===== config.mk =====
export PLATFORM = sky130hd
export DESIGN_NAME = vector_ctrl
export DESIGN_NICKNAME = d
export VERILOG_FILES = /design/src/logic/vcore_pkg.sv /design/src/logic/vector_ctrl.sv
export SDC_FILE = /design/constraint.sdc
export NUM_CORES = 1
export LEC_CHECK = 0
export BUFFER_PORTS_ARGS = -buffer_cell sky130_fd_sc_hd__buf_2
export CORE_MARGIN = 1.5
export CORE_UTILIZATION = 35
export CTS_CLUSTER_SIZE = 40
export DETAILED_ROUTE_END_ITERATION = 10
export GPL_ROUTABILITY_DRIVEN = 0
export PLACE_DENSITY = 0.77
export SLEW_MARGIN = 0
export SYNTH_ARGS = -nofsm -noshare
export SYNTH_HDL_FRONTEND = slang
export SYNTH_SLANG_ARGS = --single-unit
export TNS_END_PERCENT = 50

===== constraint.sdc =====
create_clock -name clk -period 2.6 [get_ports clk]
set_input_delay 0.39 -clock clk [delete_from_list [all_inputs] [get_ports clk]]
set_output_delay 0.39 -clock clk [all_outputs]
set_load 0.01 [all_outputs]

===== src/logic/vcore_pkg.sv =====
package vcore_pkg;

   localparam int LANE_NUM   = 4;
   localparam int VREG_NUM   = 32;
   localparam int ELEM_BYTES = 4;
   localparam int VLMAX      = LANE_NUM;  // SEW 32, LMUL 1

   // RVV major opcodes
   localparam logic [6:0] OPC_OPV      = 7'b1010111;
   localparam logic [6:0] OPC_LOAD_FP  = 7'b0000111;
   localparam logic [6:0] OPC_STORE_FP = 7'b0100111;

   localparam logic [2:0] F3_OPIVV = 3'b000;
   localparam logic [2:0] F3_OPIVX = 3'b100;
   localparam logic [2:0] F3_OPCFG = 3'b111;

   localparam logic [5:0] F6_VADD = 6'b000000;
   localparam logic [5:0] F6_VSUB = 6'b000010;
   localparam logic [5:0] F6_VAND = 6'b001001;
   localparam logic [5:0] F6_VOR  = 6'b001010;
   localparam logic [5:0] F6_VXOR = 6'b001011;

   localparam logic [2:0] MEM_W32 = 3'b110;  // Width field of vle32/vse32

   typedef logic [31:0] elem_t;
   typedef logic [31:0] addr_t;
   typedef logic [31:0] xfer_size_t;
   typedef logic [4:0]  vreg_idx_t;
   typedef logic [1:0]  elem_idx_t;
   typedef logic [2:0]  vl_t;

   typedef enum logic [2:0] {
      ALU_ADD,
      ALU_SUB,
      ALU_AND,
      ALU_OR,
      ALU_XOR
   } alu_op_e;

   typedef enum logic {
      CTRL_IDLE,
      CTRL_MEM
   } ctrl_state_e;

   typedef enum logic [1:0] {
      MEM_IDLE,
      MEM_START,
      MEM_STREAM,
      MEM_WAIT
   } mem_state_e;

endpackage

===== src/logic/vector_ctrl.sv =====
`timescale 1ns/1ps

module vector_ctrl
  (
   input  logic                 clk,
   input  logic                 rstn,
   input  vcore_pkg::elem_t     vector_instr_i,
   input  logic                 vector_instr_vld_i,
   input  vcore_pkg::elem_t     rs1_i,
   output logic                 vector_stall_o,
   input  logic                 mem_done_i,
   output logic                 mem_ld_go_o,
   output logic                 mem_st_go_o,
   output vcore_pkg::addr_t     mem_base_o,
   output vcore_pkg::vl_t       vl_o,
   output logic                 alu_we_o,
   output vcore_pkg::alu_op_e   alu_op_o,
   output vcore_pkg::vreg_idx_t vd_o,
   output vcore_pkg::vreg_idx_t vs1_o,
   output vcore_pkg::vreg_idx_t vs2_o,
   output vcore_pkg::elem_t     scalar_o,
   output logic                 use_scalar_o
   );
   import vcore_pkg::*;

   ctrl_state_e state;
   vreg_idx_t   vd_q;
   vl_t         vl_q;
   logic [6:0]  opcode;
   logic [2:0]  funct3;  // Also the width field of loads and stores
   logic [5:0]  funct6;
   logic        f6_known;
   logic        accept;
   logic        is_cfg;
   logic        is_arith;
   logic        is_ld;
   logic        is_st;

   assign opcode = vector_instr_i[6:0];
   assign funct3 = vector_instr_i[14:12];
   assign funct6 = vector_instr_i[31:26];

   assign vector_stall_o = (state == CTRL_MEM);
   assign accept         = vector_instr_vld_i && !vector_stall_o;

   always_comb
   begin
      alu_op_o = ALU_ADD;
      f6_known = 1'b1;
      case (funct6)
         F6_VADD: alu_op_o = ALU_ADD;
         F6_VSUB: alu_op_o = ALU_SUB;
         F6_VAND: alu_op_o = ALU_AND;
         F6_VOR:  alu_op_o = ALU_OR;
         F6_VXOR: alu_op_o = ALU_XOR;
         default: f6_known = 1'b0;
      endcase
   end

   // vsetvli only, bit 31 set would be vsetvl
   assign is_cfg   = (opcode == OPC_OPV) && (funct3 == F3_OPCFG) && !vector_instr_i[31];
   assign is_arith = (opcode == OPC_OPV) && f6_known &&
                     ((funct3 == F3_OPIVV) || (funct3 == F3_OPIVX));
   assign is_ld    = (opcode == OPC_LOAD_FP) && (funct3 == MEM_W32);
   assign is_st    = (opcode == OPC_STORE_FP) && (funct3 == MEM_W32);

   always_ff @(posedge clk)
   begin
      if (!rstn)
      begin
         state       <= CTRL_IDLE;
         vl_q        <= '0;
         mem_ld_go_o <= 1'b0;
         mem_st_go_o <= 1'b0;
      end
      else
      begin
         mem_ld_go_o <= accept && is_ld;
         mem_st_go_o <= accept && is_st;
         if (accept && is_cfg)
            vl_q <= (rs1_i > elem_t'(VLMAX)) ? vl_t'(VLMAX) : vl_t'(rs1_i);
         case (state)
            CTRL_IDLE:
               if (accept && (is_ld || is_st))
                  state <= CTRL_MEM;
            CTRL_MEM:
               if (mem_done_i)
                  state <= CTRL_IDLE;
            default:
               state <= CTRL_IDLE;
         endcase
      end
   end

   // Register and base captured when a transfer is accepted
   always_ff @(posedge clk)
   begin
      if (accept && (is_ld || is_st))
      begin
         vd_q       <= vector_instr_i[11:7];  // vs3 for stores
         mem_base_o <= rs1_i;
      end
   end

   assign vl_o         = vl_q;
   assign alu_we_o     = accept && is_arith;  // Written at the accepting edge
   assign vd_o         = (state == CTRL_MEM) ? vd_q : vector_instr_i[11:7];
   assign vs1_o        = vector_instr_i[19:15];
   assign vs2_o        = vector_instr_i[24:20];
   assign scalar_o     = rs1_i;
   assign use_scalar_o = (funct3 == F3_OPIVX);

endmodule


==> results_dict.tcl <==
set metrics [dict create \
    syn_to_final_growth_pct 29.0 \
    syn_area_um2 1920 \
    path_delay_family "simple AND/OR/NAND/NOR gates" \
    drive_above_1_share_pct 63.9 \
    wire_per_inst_um 12.2 \
    path_buf_inv 1 \
    rows 26 \
    insertion_delay_ps 280 \
    holdPathStages 1 \
    overflow 0 \
    dr.pass1.iters 2 \
    start_util_pct 36.9 \
    htree_levels 2 \
    drv_cap 0 \
    synth_warnings 0 \
    cp.depth 3 \
    reg2reg_depth 3 \
    crit_fanout 8 \
    period_share_pct 67.9 \
    synthDominantCellAreaShare_pct 57.9 \
    status "completed" \
    grt_pass1_vias 1218 \
    cts.sinks 43 \
    hold_buffers 0 \
    reg2reg_from "vector_stall_o" \
    dieArea_um2 5940 \
    track_usage_pct 12.6 \
    ys_types 26 \
    period_needed_ps 1760 \
    drcViolationCount 0 \
    setup_tns_ps 0 \
    avgSynthCellArea_um2 14.1 \
    ys_ff_latch 43 \
    n_antenna_cell 0 \
    cts_tree "yes" \
    start_kind "flip-flop" \
    tightest_slew_ps 488 \
    rsz0062_at_grt "no" \
    hold_slack_ps 290 \
    ioPinCount 158 \
    criticalPathCategory "flip-flop to output pin" \
    hold_viol 0 \
    relSlewSlack_pct 67.5 \
    cts_root_buffer "clkbuf_8" \
    setup_viol 0 \
    coreArea_um2 5200 \
    postSynthCellCount 136 \
    dpl.cell_count 300 \
    stdcell_count 308 \
    cp.required_ps 2210 \
    worstHoldPathType "input pin to flip-flop" \
    clock_path_buffers 2 \
    numCtsBuffers 5 \
    power_mw 1.37 \
    path_cells "nand4b_4 > nor4_1 > buf_2" \
    wl_mm 3.77 \
    max_freq_mhz 567 \
    synth_area_leader_cell "edfxtp_1" \
    max_stage_delay_ps 400 \
    clk_pin_slew_ps 80 \
    end_kind "output pin" \
    startpoint "vector_stall_o" \
    first_iter_violations 27 \
    crit_slowest_cell "dfxtp_1" \
    yosysSeqAreaShare_pct 64.1 \
    skew_ps 8.40 \
    cts-resized-gates 0 \
    synthTopCellsByArea "edfxtp_1 (58%), buf_4 (16%), dfxtp_1 (6.3%), mux2_2 (2.9%), nor4_1 (2.6%)" \
    die_h_um 77.1 \
    die_w_um 77.1 \
    maxSlewViolCount 0 \
    num_vias 1368 \
    fin_nets 305 \
    ant_nets 0 \
    critical_path_arrival_ps 1370 \
    antenna_found_initial 0 \
    power.density_nw_per_um2 551 \
    grt_pass1_wl_mm 5.76 \
    dp_hpwl_mm 3.02 \
    vias_per_cell 4.44 \
    cts_setup_buffers 0 \
    port_buffers 136 \
    hp-start "vector_instr_i[10]" \
    p_leak_nw 1.13 \
    grt_max_degree 41 \
    synth_fp_nets 204 \
    peakVddDrop_mv 0.350 \
]
==> worst register-to-register path: stages (launching register included) <==
cell      delay (ps)
dfxtp_1          400
nand4b_4         250
nor4_4           260
buf_4            450
==> metal layers <==
metal  part of all wire (%)  vias up  GRT usage, %  wire (um)
met2                     50       80          20.9       1880
met4                    1.9        0          6.18         70
met5                      0        -             0          0
met1                     38      618          14.4       1430
li1                       -      659             -          -
met3                     10       11          4.29        393
==> path summary, 6_finish.rpt <==
path	end	slack, ps
max reg2reg	mem_base_o[23]	860
min	vd_q[3]	290
max	alu_we_o	840
min reg2reg	vl_o[2]	540
==> power breakdown <==
group          leakage, nW  internal, mW  switching [mW]  total [mW]
logic                0.698        0.0610          0.0666       0.128
registers            0.381         0.747        0.000164       0.748
clock network       0.0556         0.281           0.209       0.490
==> stage by stage <==
| stage | worst slack [ps] | util [%] | instance area, um2 |
|---|---|---|---|
| 3_5_place_dp | 702 | 45.5 | 2370 |
| 3_3_place_gp | 714 | 45.5 | 2370 |
| 5_1_grt | 672 | 47.6 | 2480 |
| 6_report | 835 | 47.6 | 2480 |
| 2_1_floorplan | 118 | - | 1920 |
| 4_1_cts | 788 | 47.6 | 2480 |
==> cells in the mapped netlist (all sizes together) <==
master  instances
dfxtp           6
nor2b           1
nand3b          1
nand2b          1
o21a            1
a41o            2
mux2            5
nor2            9
and2            1
o21ai           1
buf            43
xor2            1
nand4           2
or3             1
edfxtp         37
a21oi           1
nand3           1
nand4b          2
nand2           6
nor3            1
and3            2
nor4           10
mux2i           1
==> sequential cells by signal (all words and copies together), names as in the netlist <==
name and cells:
vl_o 3, mem_st_go_o 1, vd_q 5, mem_base_o 32, mem_ld_go_o 1, vector_stall_o 1
==> cell usage in the layout, fill, tap and decap left out <==
| cell type | count |
|---|---|
| bufinv_16 | 1 |
| clkbuf_8 | 5 |
| o21a_1 | 1 |
| buf_4 | 1 |
| clkinv_1 | 1 |
| edfxtp_1 | 37 |
| a41o_1 | 2 |
| mux2i_1 | 1 |
| clkinv_2 | 1 |
| nand3_1 | 1 |
| xor2_1 | 1 |
| nor4_4 | 2 |
| and2_1 | 1 |
| a21oi_1 | 1 |
| or3_1 | 1 |
| mux2_2 | 5 |
| and3_1 | 2 |
| dfxtp_1 | 6 |
| nor2b_1 | 1 |
| o21ai_0 | 1 |
| nand2b_1 | 1 |
| nand4_1 | 2 |
| nor2_1 | 9 |
| nor4_1 | 8 |
| buf_2 | 136 |
| nand2_1 | 6 |
| nand3b_1 | 1 |
| nand4b_1 | 1 |
| nor3_1 | 1 |
| nand4b_4 | 1 |
==> cell type report <==
class	instances	area, um2
Clock buffer	5	68.8
Clock inverter	3	38.8
Fill cell	500	2730
Multi-Input combinational cell	50	362
Sequential cell	43	1230
Tap cell	70	87.6
Timing Repair Buffer	137	688
==> cell families (layout without fill, tap and decap cells) <==
group	after synthesis	after routing	synth area share, %
DFF	43	43	64.1
AOI/OAI and AO/OA	5	5	1.96
and+or+nand+nor	38	38	13.0
xor gates and xnor gates	1	1	0.456
muxes	6	6	3.45
buffers and inverters	43	145	17.0
(Power assumes the default switching activity.)
