`config.mk`:
```
export PLATFORM = sky130hd
export DESIGN_NAME = vector_mem_unit
export DESIGN_NICKNAME = d
export VERILOG_FILES = /design/src/logic/vcore_pkg.sv /design/src/logic/vector_mem_unit.sv
export SDC_FILE = /design/constraint.sdc
export NUM_CORES = 1
export LEC_CHECK = 0
export BUFFER_PORTS_ARGS = -buffer_cell sky130_fd_sc_hd__buf_4
export CAP_MARGIN = 10
export CORE_AREA = 2 2 120 122
export DETAILED_ROUTE_END_ITERATION = 8
export DIE_AREA = 0 0 122 124
export PLACE_DENSITY = 0.5
export SLEW_MARGIN = 10
export SYNTH_ARGS = -nofsm -noshare
export SYNTH_HDL_FRONTEND = slang
export SYNTH_SLANG_ARGS = --single-unit
export TNS_END_PERCENT = 100
```
`constraint.sdc`:
```
create_clock -name clk -period 2.7 [get_ports clk]
set_input_delay 0.54 -clock clk [delete_from_list [all_inputs] [get_ports clk]]
set_output_delay 0.54 -clock clk [all_outputs]
set_load 0.01 [all_outputs]
```
`src/logic/vcore_pkg.sv`:
```
package vcore_pkg;

   localparam int LANE_NUM   = 4;
   localparam int VREG_NUM   = 32;
   localparam int ELEM_BYTES = 4;
   localparam int VLMAX      = LANE_NUM;  // SEW 32, LMUL 1

   // RVV major opcodes
   localparam logic [6:0] OPC_OPV      = 7'b1010111;
   localparam logic [6:0] OPC_LOAD_FP  = 7'b0000111;
   localparam logic [6:0] OPC_STORE_FP = 7'b0100111;

   localparam logic [2:0] F3_OPIVV = 3'b000;
   localparam logic [2:0] F3_OPIVX = 3'b100;
   localparam logic [2:0] F3_OPCFG = 3'b111;

   localparam logic [5:0] F6_VADD = 6'b000000;
   localparam logic [5:0] F6_VSUB = 6'b000010;
   localparam logic [5:0] F6_VAND = 6'b001001;
   localparam logic [5:0] F6_VOR  = 6'b001010;
   localparam logic [5:0] F6_VXOR = 6'b001011;

   localparam logic [2:0] MEM_W32 = 3'b110;  // Width field of vle32/vse32

   typedef logic [31:0] elem_t;
   typedef logic [31:0] addr_t;
   typedef logic [31:0] xfer_size_t;
   typedef logic [4:0]  vreg_idx_t;
   typedef logic [1:0]  elem_idx_t;
   typedef logic [2:0]  vl_t;

   typedef enum logic [2:0] {
      ALU_ADD,
      ALU_SUB,
      ALU_AND,
      ALU_OR,
      ALU_XOR
   } alu_op_e;

   typedef enum logic {
      CTRL_IDLE,
      CTRL_MEM
   } ctrl_state_e;

   typedef enum logic [1:0] {
      MEM_IDLE,
      MEM_START,
      MEM_STREAM,
      MEM_WAIT
   } mem_state_e;

endpackage
```
`src/logic/vector_mem_unit.sv`:
```
`timescale 1ns/1ps

module vector_mem_unit
  (
   input  logic                  clk,
   input  logic                  rstn,
   input  logic                  ld_go_i,
   input  logic                  st_go_i,
   input  vcore_pkg::addr_t      base_i,
   input  vcore_pkg::vl_t        vl_i,
   output logic                  done_o,
   output vcore_pkg::addr_t      ctrl_raddr_offset_o,
   output vcore_pkg::xfer_size_t ctrl_rxfer_size_o,
   output logic                  ctrl_rstart_o,
   input  logic                  ctrl_rdone_i,
   input  vcore_pkg::elem_t      rd_tdata_i,
   input  logic                  rd_tvalid_i,
   output logic                  rd_tready_o,
   input  logic                  rd_tlast_i,
   output vcore_pkg::addr_t      ctrl_waddr_offset_o,
   output vcore_pkg::xfer_size_t ctrl_wxfer_size_o,
   output logic                  ctrl_wstart_o,
   input  logic                  ctrl_wdone_i,
   output vcore_pkg::elem_t      wr_tdata_o,
   output logic                  wr_tvalid_o,
   input  logic                  wr_tready_i,
   output logic                  ld_we_o,
   output vcore_pkg::elem_idx_t  ld_idx_o,
   output vcore_pkg::elem_t      ld_data_o,
   output vcore_pkg::elem_idx_t  st_idx_o,
   input  vcore_pkg::elem_t      st_data_i
   );
   import vcore_pkg::*;

   mem_state_e state;
   logic       is_st;
   addr_t      addr_q;
   xfer_size_t size_q;
   elem_idx_t  beat_cnt;
   logic       rd_beat;
   logic       wr_beat;
   logic       stream_end;
   logic       xfer_done;

   assign rd_tready_o = (state == MEM_STREAM) && !is_st;
   assign wr_tvalid_o = (state == MEM_STREAM) && is_st;
   assign rd_beat     = rd_tvalid_i && rd_tready_o;
   assign wr_beat     = wr_tvalid_o && wr_tready_i;

   // Loads end on tlast, stores after vl beats
   assign stream_end = is_st ? (wr_beat && ((vl_t'(beat_cnt) + vl_t'(1)) == vl_i))
                             : (rd_beat && rd_tlast_i);
   assign xfer_done  = is_st ? ctrl_wdone_i : ctrl_rdone_i;

   assign ctrl_rstart_o       = (state == MEM_START) && !is_st;
   assign ctrl_wstart_o       = (state == MEM_START) && is_st;
   assign ctrl_raddr_offset_o = addr_q;
   assign ctrl_waddr_offset_o = addr_q;
   assign ctrl_rxfer_size_o   = size_q;
   assign ctrl_wxfer_size_o   = size_q;

   assign ld_we_o    = rd_beat;
   assign ld_idx_o   = beat_cnt;
   assign ld_data_o  = rd_tdata_i;
   assign st_idx_o   = beat_cnt;
   assign wr_tdata_o = st_data_i;

   always_ff @(posedge clk)
   begin
      if (!rstn)
      begin
         state    <= MEM_IDLE;
         is_st    <= 1'b0;
         beat_cnt <= '0;
         done_o   <= 1'b0;
      end
      else
      begin
         done_o <= 1'b0;
         case (state)
            MEM_IDLE:
               if (ld_go_i || st_go_i)
               begin
                  state    <= MEM_START;
                  is_st    <= st_go_i;
                  beat_cnt <= '0;
               end
            MEM_START:
               state <= (vl_i == '0) ? MEM_WAIT : MEM_STREAM;  // Empty transfer skips beats
            MEM_STREAM:
            begin
               if (rd_beat || wr_beat)
                  beat_cnt <= beat_cnt + 1'b1;
               if (stream_end)
                  state <= MEM_WAIT;
            end
            MEM_WAIT:
               if (xfer_done)
               begin
                  state  <= MEM_IDLE;
                  done_o <= 1'b1;
               end
            default:
               state <= MEM_IDLE;
         endcase
      end
   end

   always_ff @(posedge clk)
   begin
      if ((state == MEM_IDLE) && (ld_go_i || st_go_i))
      begin
         addr_q <= base_i;
         size_q <= xfer_size_t'(vl_i) * xfer_size_t'(ELEM_BYTES);
      end
   end

endmodule

```
==> results of run 1 <==
where the power goes:
part | switching, uW | internal, uW
registers | 128 | 941
logic | 549 | 557
clock network | 222 | 428
total | 898 | 1930
sequential cells by signal, indices dropped and copies added, names as in the netlist:
signal / flops
done_o: 1
ld_idx_o: 2
is_st: 1
state: 2
ctrl_raddr_offset_o: 32
ctrl_rxfer_size_o: 3
path summary, 6_finish.rpt:
kind                             from                           endpoint  depth (start not counted)
max             state[0]$_SDFFE_PN0P_                            ld_we_o                          5
min                        base_i[10]  ctrl_raddr_offset_o[10]$_DFFE_PP_                          1
max reg2reg  ld_idx_o[0]$_SDFFE_PN0P_              state[0]$_SDFFE_PN0P_                          5
min reg2reg     state[1]$_SDFFE_PN0P_              state[1]$_SDFFE_PN0P_                          2
kinds of logic (layout without fill, tap and decap cells):
logic type | after synthesis | after routing | synth area share (%)
buffers and inverters | 162 | 133 | 44.25
flip-flops | 41 | 41 | 42.88
AND/OR/NAND/NOR | 22 | 22 | 4.810
AO/OA/AOI/OAI | 8 | 8 | 2.382
adder cells (fa/ha/maj) | 6 | 6 | 2.748
multiplexers | 5 | 5 | 1.832
XOR/XNOR | 3 | 3 | 0.9622
other | 1 | 58 | 0.1373
cell usage in the layout (no fill, tap or decap), drive strengths merged, types with 2 or more instances in the layout:
master / n
and2: 4
buf: 124
clkbuf: 5
conb: 58
dfxtp: 6
edfxtp: 35
ha: 6
inv: 2
mux2i: 5
nand2: 5
nor2: 2
nor2b: 5
o21ai: 2
o221a: 2
xor2: 2
area by class of cell:
| class | instances | area (um2) |
|---|---|---|
| timing repair buffer | 124 | 930.9 |
| clock buffer | 5 | 125.1 |
| tap | 180 | 225.2 |
| sequential | 41 | 1171 |
| fill | 1482 | 10660 |
| inverter | 2 | 7.507 |
| multi-input combinational | 102 | 565.5 |
| clock inverter | 2 | 35.03 |
per-layer routing:
metal,vias up,part of all wire (%)
met5,-,0
met4,0,3.5
met3,28,15
met2,152,54
met1,650,27
li1,642,-
metrics by stage:
stage / instance area, um2 / utilization (%) / setup slack [ns] / std cells / total power [uW]
finish: 3060 / 22.31 / 0.6035 / 456 / 2824
global route: 3060 / 22.31 / 0.4636 / 456 / 2996
CTS: 3060 / 22.31 / 0.5897 / 456 / 2875
detailed placement: 2900 / 21.14 / 0.8978 / 449 / 2210
global placement: 2900 / 21.14 / 0.9493 / 449 / 2203
floorplan: 2945 / - / 0.8014 / 305 / 1904
==> PnR_summary.wiki, run 1 <==
{| class="wikitable"
! Metric !! Value
|-
| Run status || finished clean
|-
| Buffers on Ports || 123
|-
| Max cap viols || 0
|-
| Crit path buffers/inverters || 2
|-
| Antenna diode instance count || 0
|-
| TritonCTS Buffers || 5
|-
| Die boundary height || 124 um
|-
| Unique cell type count in the Yosys netlist || 26
|-
| Clock network latency to the later pin of the worst-skew pair || 0.28 ns
|-
| WP data arrival || 1.56 ns
|-
| Post-synth EDFFs || 35
|-
| Register clock-pin slew on the reported worst setup and hold paths || 0.06 ns
|-
| Most frequent cell after synthesis || sky130_fd_sc_hd__buf_4
|-
| Synth top cells by count || sky130_fd_sc_hd__buf_4 (160), sky130_fd_sc_hd__edfxtp_1 (35), sky130_fd_sc_hd__dfxtp_1 (6), sky130_fd_sc_hd__ha_1 (6)
|-
| Number of cell rows || 43
|-
| Type of element capturing the critical path || output pin
|-
| Standard cell core area || 0.01372 mm2
|-
| GRT met1 Usage || 4.913%
|-
| Effective utilization at floorplan || 19.91%
|-
| Cell types with the largest area share after synthesis || sky130_fd_sc_hd__buf_4 (44%), sky130_fd_sc_hd__edfxtp_1 (38%), sky130_fd_sc_hd__dfxtp_1 (4.4%)
|-
| Post-CTS repair timing setup buffer count || 0
|-
| CTS sink cnt || 41
|-
| Fraction of final layout cells with drive strength greater than 1 || 49.28%
|-
| Kind of cell adding the most delay to the critical path || flip-flops
|-
| Clock Skew || 0.003468 ns
|-
| Most used routing layer || met2
|-
| Total die area || 0.01513 mm2
|-
| Setup repair after global routing missed its margin || no
|-
| Drt first-iter violations || 34
|-
| Final wirelength || 5192 um
|-
| Mean instance size in the synthesized netlist || 11.01 um2
|-
| Largest net degree at the start of global routing || 36
|-
| Post-detailed-route wirelength per cell || 11.39 um
|-
| Fmax achieved || 0.4770 GHz
|-
| Sum of negative setup slack || 0 ns
|-
| Vias in the first global route || 1335
|-
| Gr usage total || 6.084%
|-
| Final Hold Vio Count || 0
|-
| Flop-to-flop setup slack || 1.02 ns
|-
| Count of TritonRoute iterations in the first routing pass || 4
|-
| Total congestion overflow || 0
|-
| CTS tree || built
|-
| Post-route worst hold slack || 0.4333 ns
|-
| Critical-path cell with the highest stage delay || sky130_fd_sc_hd__dfxtp_1
|-
| # nets final || 390
|-
| Horizontal die dimension || 122 um
|-
| Yosys warns || 0
|-
| Number of antenna violations at the first check in global routing || 0
|-
| Met3 demand-to-capacity share in global routing || 2.427%
|-
| Critical-path maximum fanout || 8
|-
| Remaining antenna violation count after routing || 0
|-
| IO Pins || 310
|-
| Final count of pins violating max slew || 0
|-
| Gate count of the mapped netlist || 248
|-
| Critical-path cell list || inv_1 > ha_1 > nor2b_1 > and2_1 > buf_4
|-
| Fraction of registers with async set/reset || 0%
|-
| Leak pwr || 0.001409 uW
|-
| Final RePlAce weighted congestion || 0.7500
|-
| Max stage delay on crit path || 0.38 ns
|-
| Average vias per placed instance || 3.228
|-
| Drt drc || 0
|-
| Setup-failing EPs final || 0
|-
| Endpoint required time on the critical path || 2.16 ns
|-
| Part of the cycle the worst path needs || 77.65%
|-
| Share of the synthesized area in the top cell type || 43.98%
|-
| Buffers from clock root to sink, at most || 2
|-
| Hpwl dp || 4291 um
|-
| Synth-to-layout area growth || 12.05%
|-
| Number of H-tree levels || 2
|-
| Flop and latch count out of synthesis || 41
|-
| Primary flip-flop cell chosen by synthesis mapping || sky130_fd_sc_hd__edfxtp_1
|-
| Clock tree root buffer cell || sky130_fd_sc_hd__clkbuf_16
|-
| Biggest area consumer among synthesized cells || sky130_fd_sc_hd__buf_4
|-
| Post-CTS resize count || 0
|-
| First-pass GRT wire length || 6927 um
|-
| Final critical-path required period || 2.096 ns
|-
| Pwr dens || 922.7 mW/mm2
|-
| Critical Setup Path Class || flip-flop to output pin
|-
| Seq/Total Area, Yosys || 42.88%
|-
| Cell area after synthesis || 0.002731 mm2
|-
| Worst Setup Start Kind || flip-flop
|-
| Number of hold-repair buffers added at the cts stage || 0
|-
| Total via count after detailed routing || 1472
|-
| Type of the worst min-delay path || input pin to flip-flop
|-
| Maximum resistive drop on vdd || 0.0002583 V
|-
| Met2 track demand over resource in global routing || 12.01%
|}
No activity file was read; power rests on OpenSTA's default activity.
==> run 2, diff against run 1 <==
Settings changed: CORE_AREA 2 2 120 122 to 2 2 119 121, DIE_AREA 0 0 122 124 to 0 0 121 123, PLACE_DENSITY 0.5 to 0.53.
Clock period 2.7 ns to 1.9 ns, I/O delays scaled along.
==> PnR_summary.wiki, run 2 (synthesized netlist as in run 1, its figures left out) <==
{| class="wikitable"
! Metric !! Value
|-
| Average vias per placed instance || 3.157
|-
| Number of cell rows || 43
|-
| CTS tree || built
|-
| Clock Skew || 0.008145 ns
|-
| Largest net degree at the start of global routing || 33
|-
| Part of the cycle the worst path needs || 93.15%
|-
| Gr usage total || 5.955%
|-
| Critical hold path startpoint || base_i[30]
|-
| WP data arrival || 1.39 ns
|-
| Buffers on Ports || 123
|-
| First-pass GRT wire length || 6548 um
|-
| Number of antenna violations at the first check in global routing || 0
|-
| Fraction of final layout cells with drive strength greater than 1 || 50.00%
|-
| Most common cell after layout, fill and taps aside || sky130_fd_sc_hd__buf_4
|-
| Critical Setup Path Class || flip-flop to output pin
|-
| Critical-path cell with the highest stage delay || sky130_fd_sc_hd__dfxtp_2
|-
| Type of element capturing the critical path || output pin
|-
| Clock network latency to the later pin of the worst-skew pair || 0.28 ns
|-
| Max cap viols || 0
|-
| Effective utilization at floorplan || 20.07%
|-
| Final critical-path required period || 1.770 ns
|-
| Total die area || 0.01488 mm2
|-
| Sum of negative setup slack || 0 ns
|-
| Overall power after layout || 3922 uW
|-
| Setup repair after global routing missed its margin || no
|-
| Horizontal die dimension || 121 um
|-
| Clock tree root buffer cell || sky130_fd_sc_hd__clkbuf_16
|-
| Hpwl dp || 4071 um
|-
| IO Pins || 310
|-
| Antenna diode instance count || 0
|-
| Buffers from clock root to sink, at most || 2
|-
| Die boundary height || 123 um
|-
| Setup-failing EPs final || 0
|-
| Count of TritonRoute iterations in the first routing pass || 2
|-
| Most frequent cells in the layout || sky130_fd_sc_hd__buf_4 (124), sky130_fd_sc_hd__conb_1 (58), sky130_fd_sc_hd__edfxtp_1 (35)
|-
| Worst Setup Start Kind || flip-flop
|-
| TritonCTS Buffers || 5
|-
| Largest register FFs || 32
|-
| Leak pwr || 0.001409 uW
|-
| Drt first-iter violations || 44
|-
| Number of H-tree levels || 2
|-
| Total congestion overflow || 0
|-
| Pwr dens || 1276 mW/mm2
|-
| Critical-path cell list || inv_1 > ha_4 > nor2b_1 > and2_1 > buf_4
|-
| Run status || finished clean
|-
| Final RePlAce weighted congestion || 0.6628
|-
| Crit path buffers/inverters || 2
|-
| Vias in the first global route || 1230
|-
| Placement Cell Area || 0.002920 mm2
|-
| Remaining antenna violation count after routing || 0
|-
| Final count of pins violating max slew || 0
|-
| Worst Setup SP || state[0]$_SDFFE_PN0P_
|-
| Fmax achieved || 0.5650 GHz
|-
| Worst flop-to-flop path startpoint || ld_idx_o[0]$_SDFFE_PN0P_
|-
| Final wirelength || 5032 um
|-
| Maximum resistive drop on vdd || 0.0003615 V
|-
| Number of hold-repair buffers added at the cts stage || 0
|-
| Standard cell core area || 0.01361 mm2
|-
| Final Hold Vio Count || 0
|-
| Kind of cell adding the most delay to the critical path || flip-flops
|-
| CTS sink cnt || 41
|-
| Post-detailed-route wirelength per cell || 10.99 um
|-
| Synth-to-layout area growth || 12.51%
|-
| Finished Cell Area || 0.003073 mm2
|-
| Critical-path maximum fanout || 8
|-
| Drt drc || 0
|-
| Max stage delay on crit path || 0.35 ns
|-
| Register clock-pin slew on the reported worst setup and hold paths || 0.06 ns
|-
| Endpoint required time on the critical path || 1.52 ns
|-
| Type of the worst min-delay path || input pin to flip-flop
|-
| Total via count after detailed routing || 1446
|-
| # nets final || 391
|}
## run 2: cell type report
cell class	count	area, um2
Clock inverter	2	10.01
Timing Repair Buffer	125	950.9
Fill cell	1465	10540
Clock buffer	6	128.9
Inverter	2	7.507
Sequential cell	41	1172
Multi-Input combinational cell	102	578.1
Tap cell	180	225.2
## run 2: repair_timing
action / 4_1_cts / 5_1_grt
setup buffers: 0 / 0
gates resized for setup: 1 / 2
endpoints found under the setup margin: 1 / 1
## run 2: final timing paths
| kind | end | slack, ns | cells after the start |
|---|---|---|---|
| max | ld_we_o | 0.13 | 5 |
| min | ctrl_raddr_offset_o[30]$_DFFE_PP_ | 0.28 | 1 |
| max reg2reg | state[0]$_SDFFE_PN0P_ | 0.19 | 5 |
| min reg2reg | state[1]$_SDFFE_PN0P_ | 0.55 | 2 |
## run 2: power by group
group	internal (uW)	switching [uW]	leakage (uW)
sequential	1340	186	0.000389
combinational	833	768	0.000950
clock	482	317	0.0000706
total	2650	1270	0.00141
## run 2: layer usage
layer	up-vias	track usage (%)	part of all wire, %
li1	645	-	-
met1	644	5.095	30
met2	140	10.81	52
met3	17	3.044	15
met4	0	3.924	2.6
met5	-	0	0
## run 2: stage by stage
stage / hold WS (ns) / instances / utilization (%) / setup slack [ns]
after global routing: 0.2623 / 458 / 22.58 / 0.01815
after global placement: 0.5030 / 450 / 21.45 / 0.3035
after CTS: 0.2653 / 458 / 22.49 / 0.02140
after detailed placement: 0.5115 / 450 / 21.45 / 0.2256
after floorplan: 0.4789 / 305 / - / 0.001353
final: 0.2777 / 458 / 22.58 / 0.1302
==> run 3, diff against run 2 <==
==> constraint.sdc (replaced) <==
create_clock -name clk -period 1.9 [get_ports clk]
set_input_delay 0.285 -clock clk [delete_from_list [all_inputs] [get_ports clk]]
set_output_delay 0.285 -clock clk [all_outputs]
set_load 0.01 [all_outputs]
==> PnR_summary.wiki, run 3 (synthesized netlist as in run 1, its figures left out) <==
{| class="wikitable"
! Metric !! Value
|-
| Buffers from clock root to sink, at most || 2
|-
| Gr usage total || 5.972%
|-
| Finished Cell Area || 0.003075 mm2
|-
| Critical-path cell list || inv_1 > ha_2 > nor2b_1 > and2_1 > buf_4
|-
| Count of non-filler cells in the finished layout || 456
|-
| Crit path buffers/inverters || 2
|-
| TritonCTS Buffers || 5
|-
| Placement Cell Area || 0.002913 mm2
|-
| Synth-to-layout area growth || 12.60%
|-
| Critical-path cell with the highest stage delay || sky130_fd_sc_hd__dfxtp_1
|-
| Post-CTS repair timing setup buffer count || 0
|-
| Clock network fraction of design power || 22.9%
|-
| Horizontal die dimension || 121 um
|-
| Worst Setup Start Kind || flip-flop
|-
| Remaining antenna violation count after routing || 0
|-
| Post-CTS resize count || 0
|-
| Leak pwr || 0.001411 uW
|-
| # nets final || 390
|-
| Placed insts || 449
|-
| Total congestion overflow || 0
|-
| Critical hold path startpoint || base_i[23]
|-
| Buffers on Ports || 123
|-
| Psw || 1249 uW
|-
| Post-detailed-route wirelength per cell || 10.85 um
|-
| Clock network latency to the later pin of the worst-skew pair || 0.28 ns
|-
| Final wirelength || 4949 um
|-
| Type of element capturing the critical path || output pin
|-
| Pwr dens || 1303 mW/mm2
|-
| Critical Setup Path Class || flip-flop to output pin
|-
| Setup-failing EPs final || 0
|-
| Flop-to-flop setup slack || 0.19 ns
|-
| Drt first-iter violations || 51
|-
| Effective utilization at floorplan || 20.07%
|-
| Combinational share of power || 39.3%
|-
| Number of hold-repair buffers added at the cts stage || 0
|-
| Max stage delay on crit path || 0.39 ns
|-
| Number of antenna violations at the first check in global routing || 0
|-
| IO Pins || 310
|-
| Final count of pins violating max slew || 0
|-
| Drt drc || 0
|-
| Worst flop-to-flop path startpoint || state[0]$_SDFFE_PN0P_
|-
| Sequential share of power || 37.7%
|-
| Setup repair after global routing missed its margin || no
|-
| Fraction of final layout cells with drive strength greater than 1 || 49.64%
|-
| Clock tree root buffer cell || sky130_fd_sc_hd__clkbuf_16
|-
| Final RePlAce weighted congestion || 0.6698
|-
| Sum of negative setup slack || 0 ns
|-
| Max cap viols || 0
|-
| Fmax achieved || 0.5655 GHz
|-
| Worst Setup SP || state[0]$_SDFFE_PN0P_
|-
| Vias in the first global route || 1257
|-
| Count of TritonRoute iterations in the first routing pass || 2
|-
| Register clock-pin slew on the reported worst setup and hold paths || 0.06 ns
|-
| Part of the cycle the worst path needs || 93.07%
|-
| Most common cell after layout, fill and taps aside || sky130_fd_sc_hd__buf_4
|-
| CTS tree || built
|-
| Run status || finished clean
|-
| CTS sink cnt || 41
|-
| Critical-path maximum fanout || 8
|-
| Clock Skew || 0.005760 ns
|-
| Number of cell rows || 43
|-
| Final Hold Vio Count || 0
|-
| WP data arrival || 1.48 ns
|-
| Hpwl dp || 4014 um
|-
| Endpoint required time on the critical path || 1.62 ns
|-
| Standard cell core area || 0.01361 mm2
|-
| Largest register FFs || 32
|-
| Number of H-tree levels || 2
|-
| Antenna diode instance count || 0
|-
| Most frequent cells in the layout || sky130_fd_sc_hd__buf_4 (123), sky130_fd_sc_hd__conb_1 (58), sky130_fd_sc_hd__edfxtp_1 (35)
|-
| Maximum resistive drop on vdd || 0.0004429 V
|-
| Final critical-path required period || 1.768 ns
|-
| Type of the worst min-delay path || input pin to flip-flop
|-
| Cell Int Power || 2759 uW
|-
| Total via count after detailed routing || 1428
|-
| Kind of cell adding the most delay to the critical path || flip-flops
|-
| Average vias per placed instance || 3.132
|-
| Fraction of power spent switching nets || 31.16%
|-
| Total die area || 0.01488 mm2
|-
| Largest net degree at the start of global routing || 36
|-
| First-pass GRT wire length || 6575 um
|-
| Die boundary height || 123 um
|}
==> run 3: changes by cell type in the layout (fill, tap and decap cells not counted) <==
cell	delta
sky130_fd_sc_hd__buf_4	-1
sky130_fd_sc_hd__dfxtp_1	+1
sky130_fd_sc_hd__clkbuf_1	-1
sky130_fd_sc_hd__clkinv_2	-1
sky130_fd_sc_hd__dfxtp_2	-1
sky130_fd_sc_hd__bufinv_16	+1
sky130_fd_sc_hd__ha_2	+1
sky130_fd_sc_hd__ha_4	-1
==> run 3: per-stage QoR <==
| stage | utilization, % | power (uW) | hold WS, ns | setup WS [ns] |
|---|---|---|---|---|
| 5_1_grt | 22.59 | 4264 | 0.1632 | 0.05606 |
| 4_1_cts | 22.58 | 4094 | 0.1699 | 0.03204 |
| 3_5_place_dp | 21.40 | 3147 | 0.4644 | 0.2209 |
| 6_report | 22.59 | 4008 | 0.1813 | 0.1317 |
| 3_3_place_gp | 21.40 | 3126 | 0.4640 | 0.2900 |
| 2_1_floorplan | - | 2705 | 0.3839 | 0.001353 |
==> run 3: final cells by class <==
cell class,instances,area [um2]
clock buffer,5,125.1
tap,180,225.2
timing repair buffer,124,943.4
clock inverter,2,35.03
fill,1487,10540
sequential,41,1171
inverter,2,7.507
multi-input combinational,102,568.0
==> run 3: power by group through the flow <==
stage,Combinational (uW),Sequential [uW],Clock [uW]
2_1_floorplan,1090,1620,0
3_3_place_gp,1600,1530,0
3_5_place_dp,1610,1540,0
4_1_cts,1610,1520,963
5_1_grt,1710,1550,1000
6_report,1580,1510,920
==> run 3: final timing paths <==
path	end	depth (start not counted)
max	ld_we_o	5
min	ctrl_raddr_offset_o[23]$_DFFE_PP_	1
max reg2reg	state[0]$_SDFFE_PN0P_	6
min reg2reg	state[1]$_SDFFE_PN0P_	2
==> run 3: layer usage <==
layer | global-route usage (%) | up-vias | routed length [um] | part of all wire [%]
li1 | - | 641 | - | -
met3 | 3.229 | 17 | 806 | 16
met2 | 11.06 | 141 | 2596 | 52
met1 | 4.832 | 629 | 1413 | 29
met4 | 3.924 | 0 | 132 | 2.7
met5 | 0 | - | 0 | 0
==> run 3: worst register-to-register path, stage by stage, from the launching register on <==
cell	delay, ns
sky130_fd_sc_hd__dfxtp_1	0.34
sky130_fd_sc_hd__inv_1	0.13
sky130_fd_sc_hd__ha_1	0.25
sky130_fd_sc_hd__nor3b_1	0.37
sky130_fd_sc_hd__a21oi_1	0.11
sky130_fd_sc_hd__o221a_2	0.14
sky130_fd_sc_hd__o221a_2	0.26
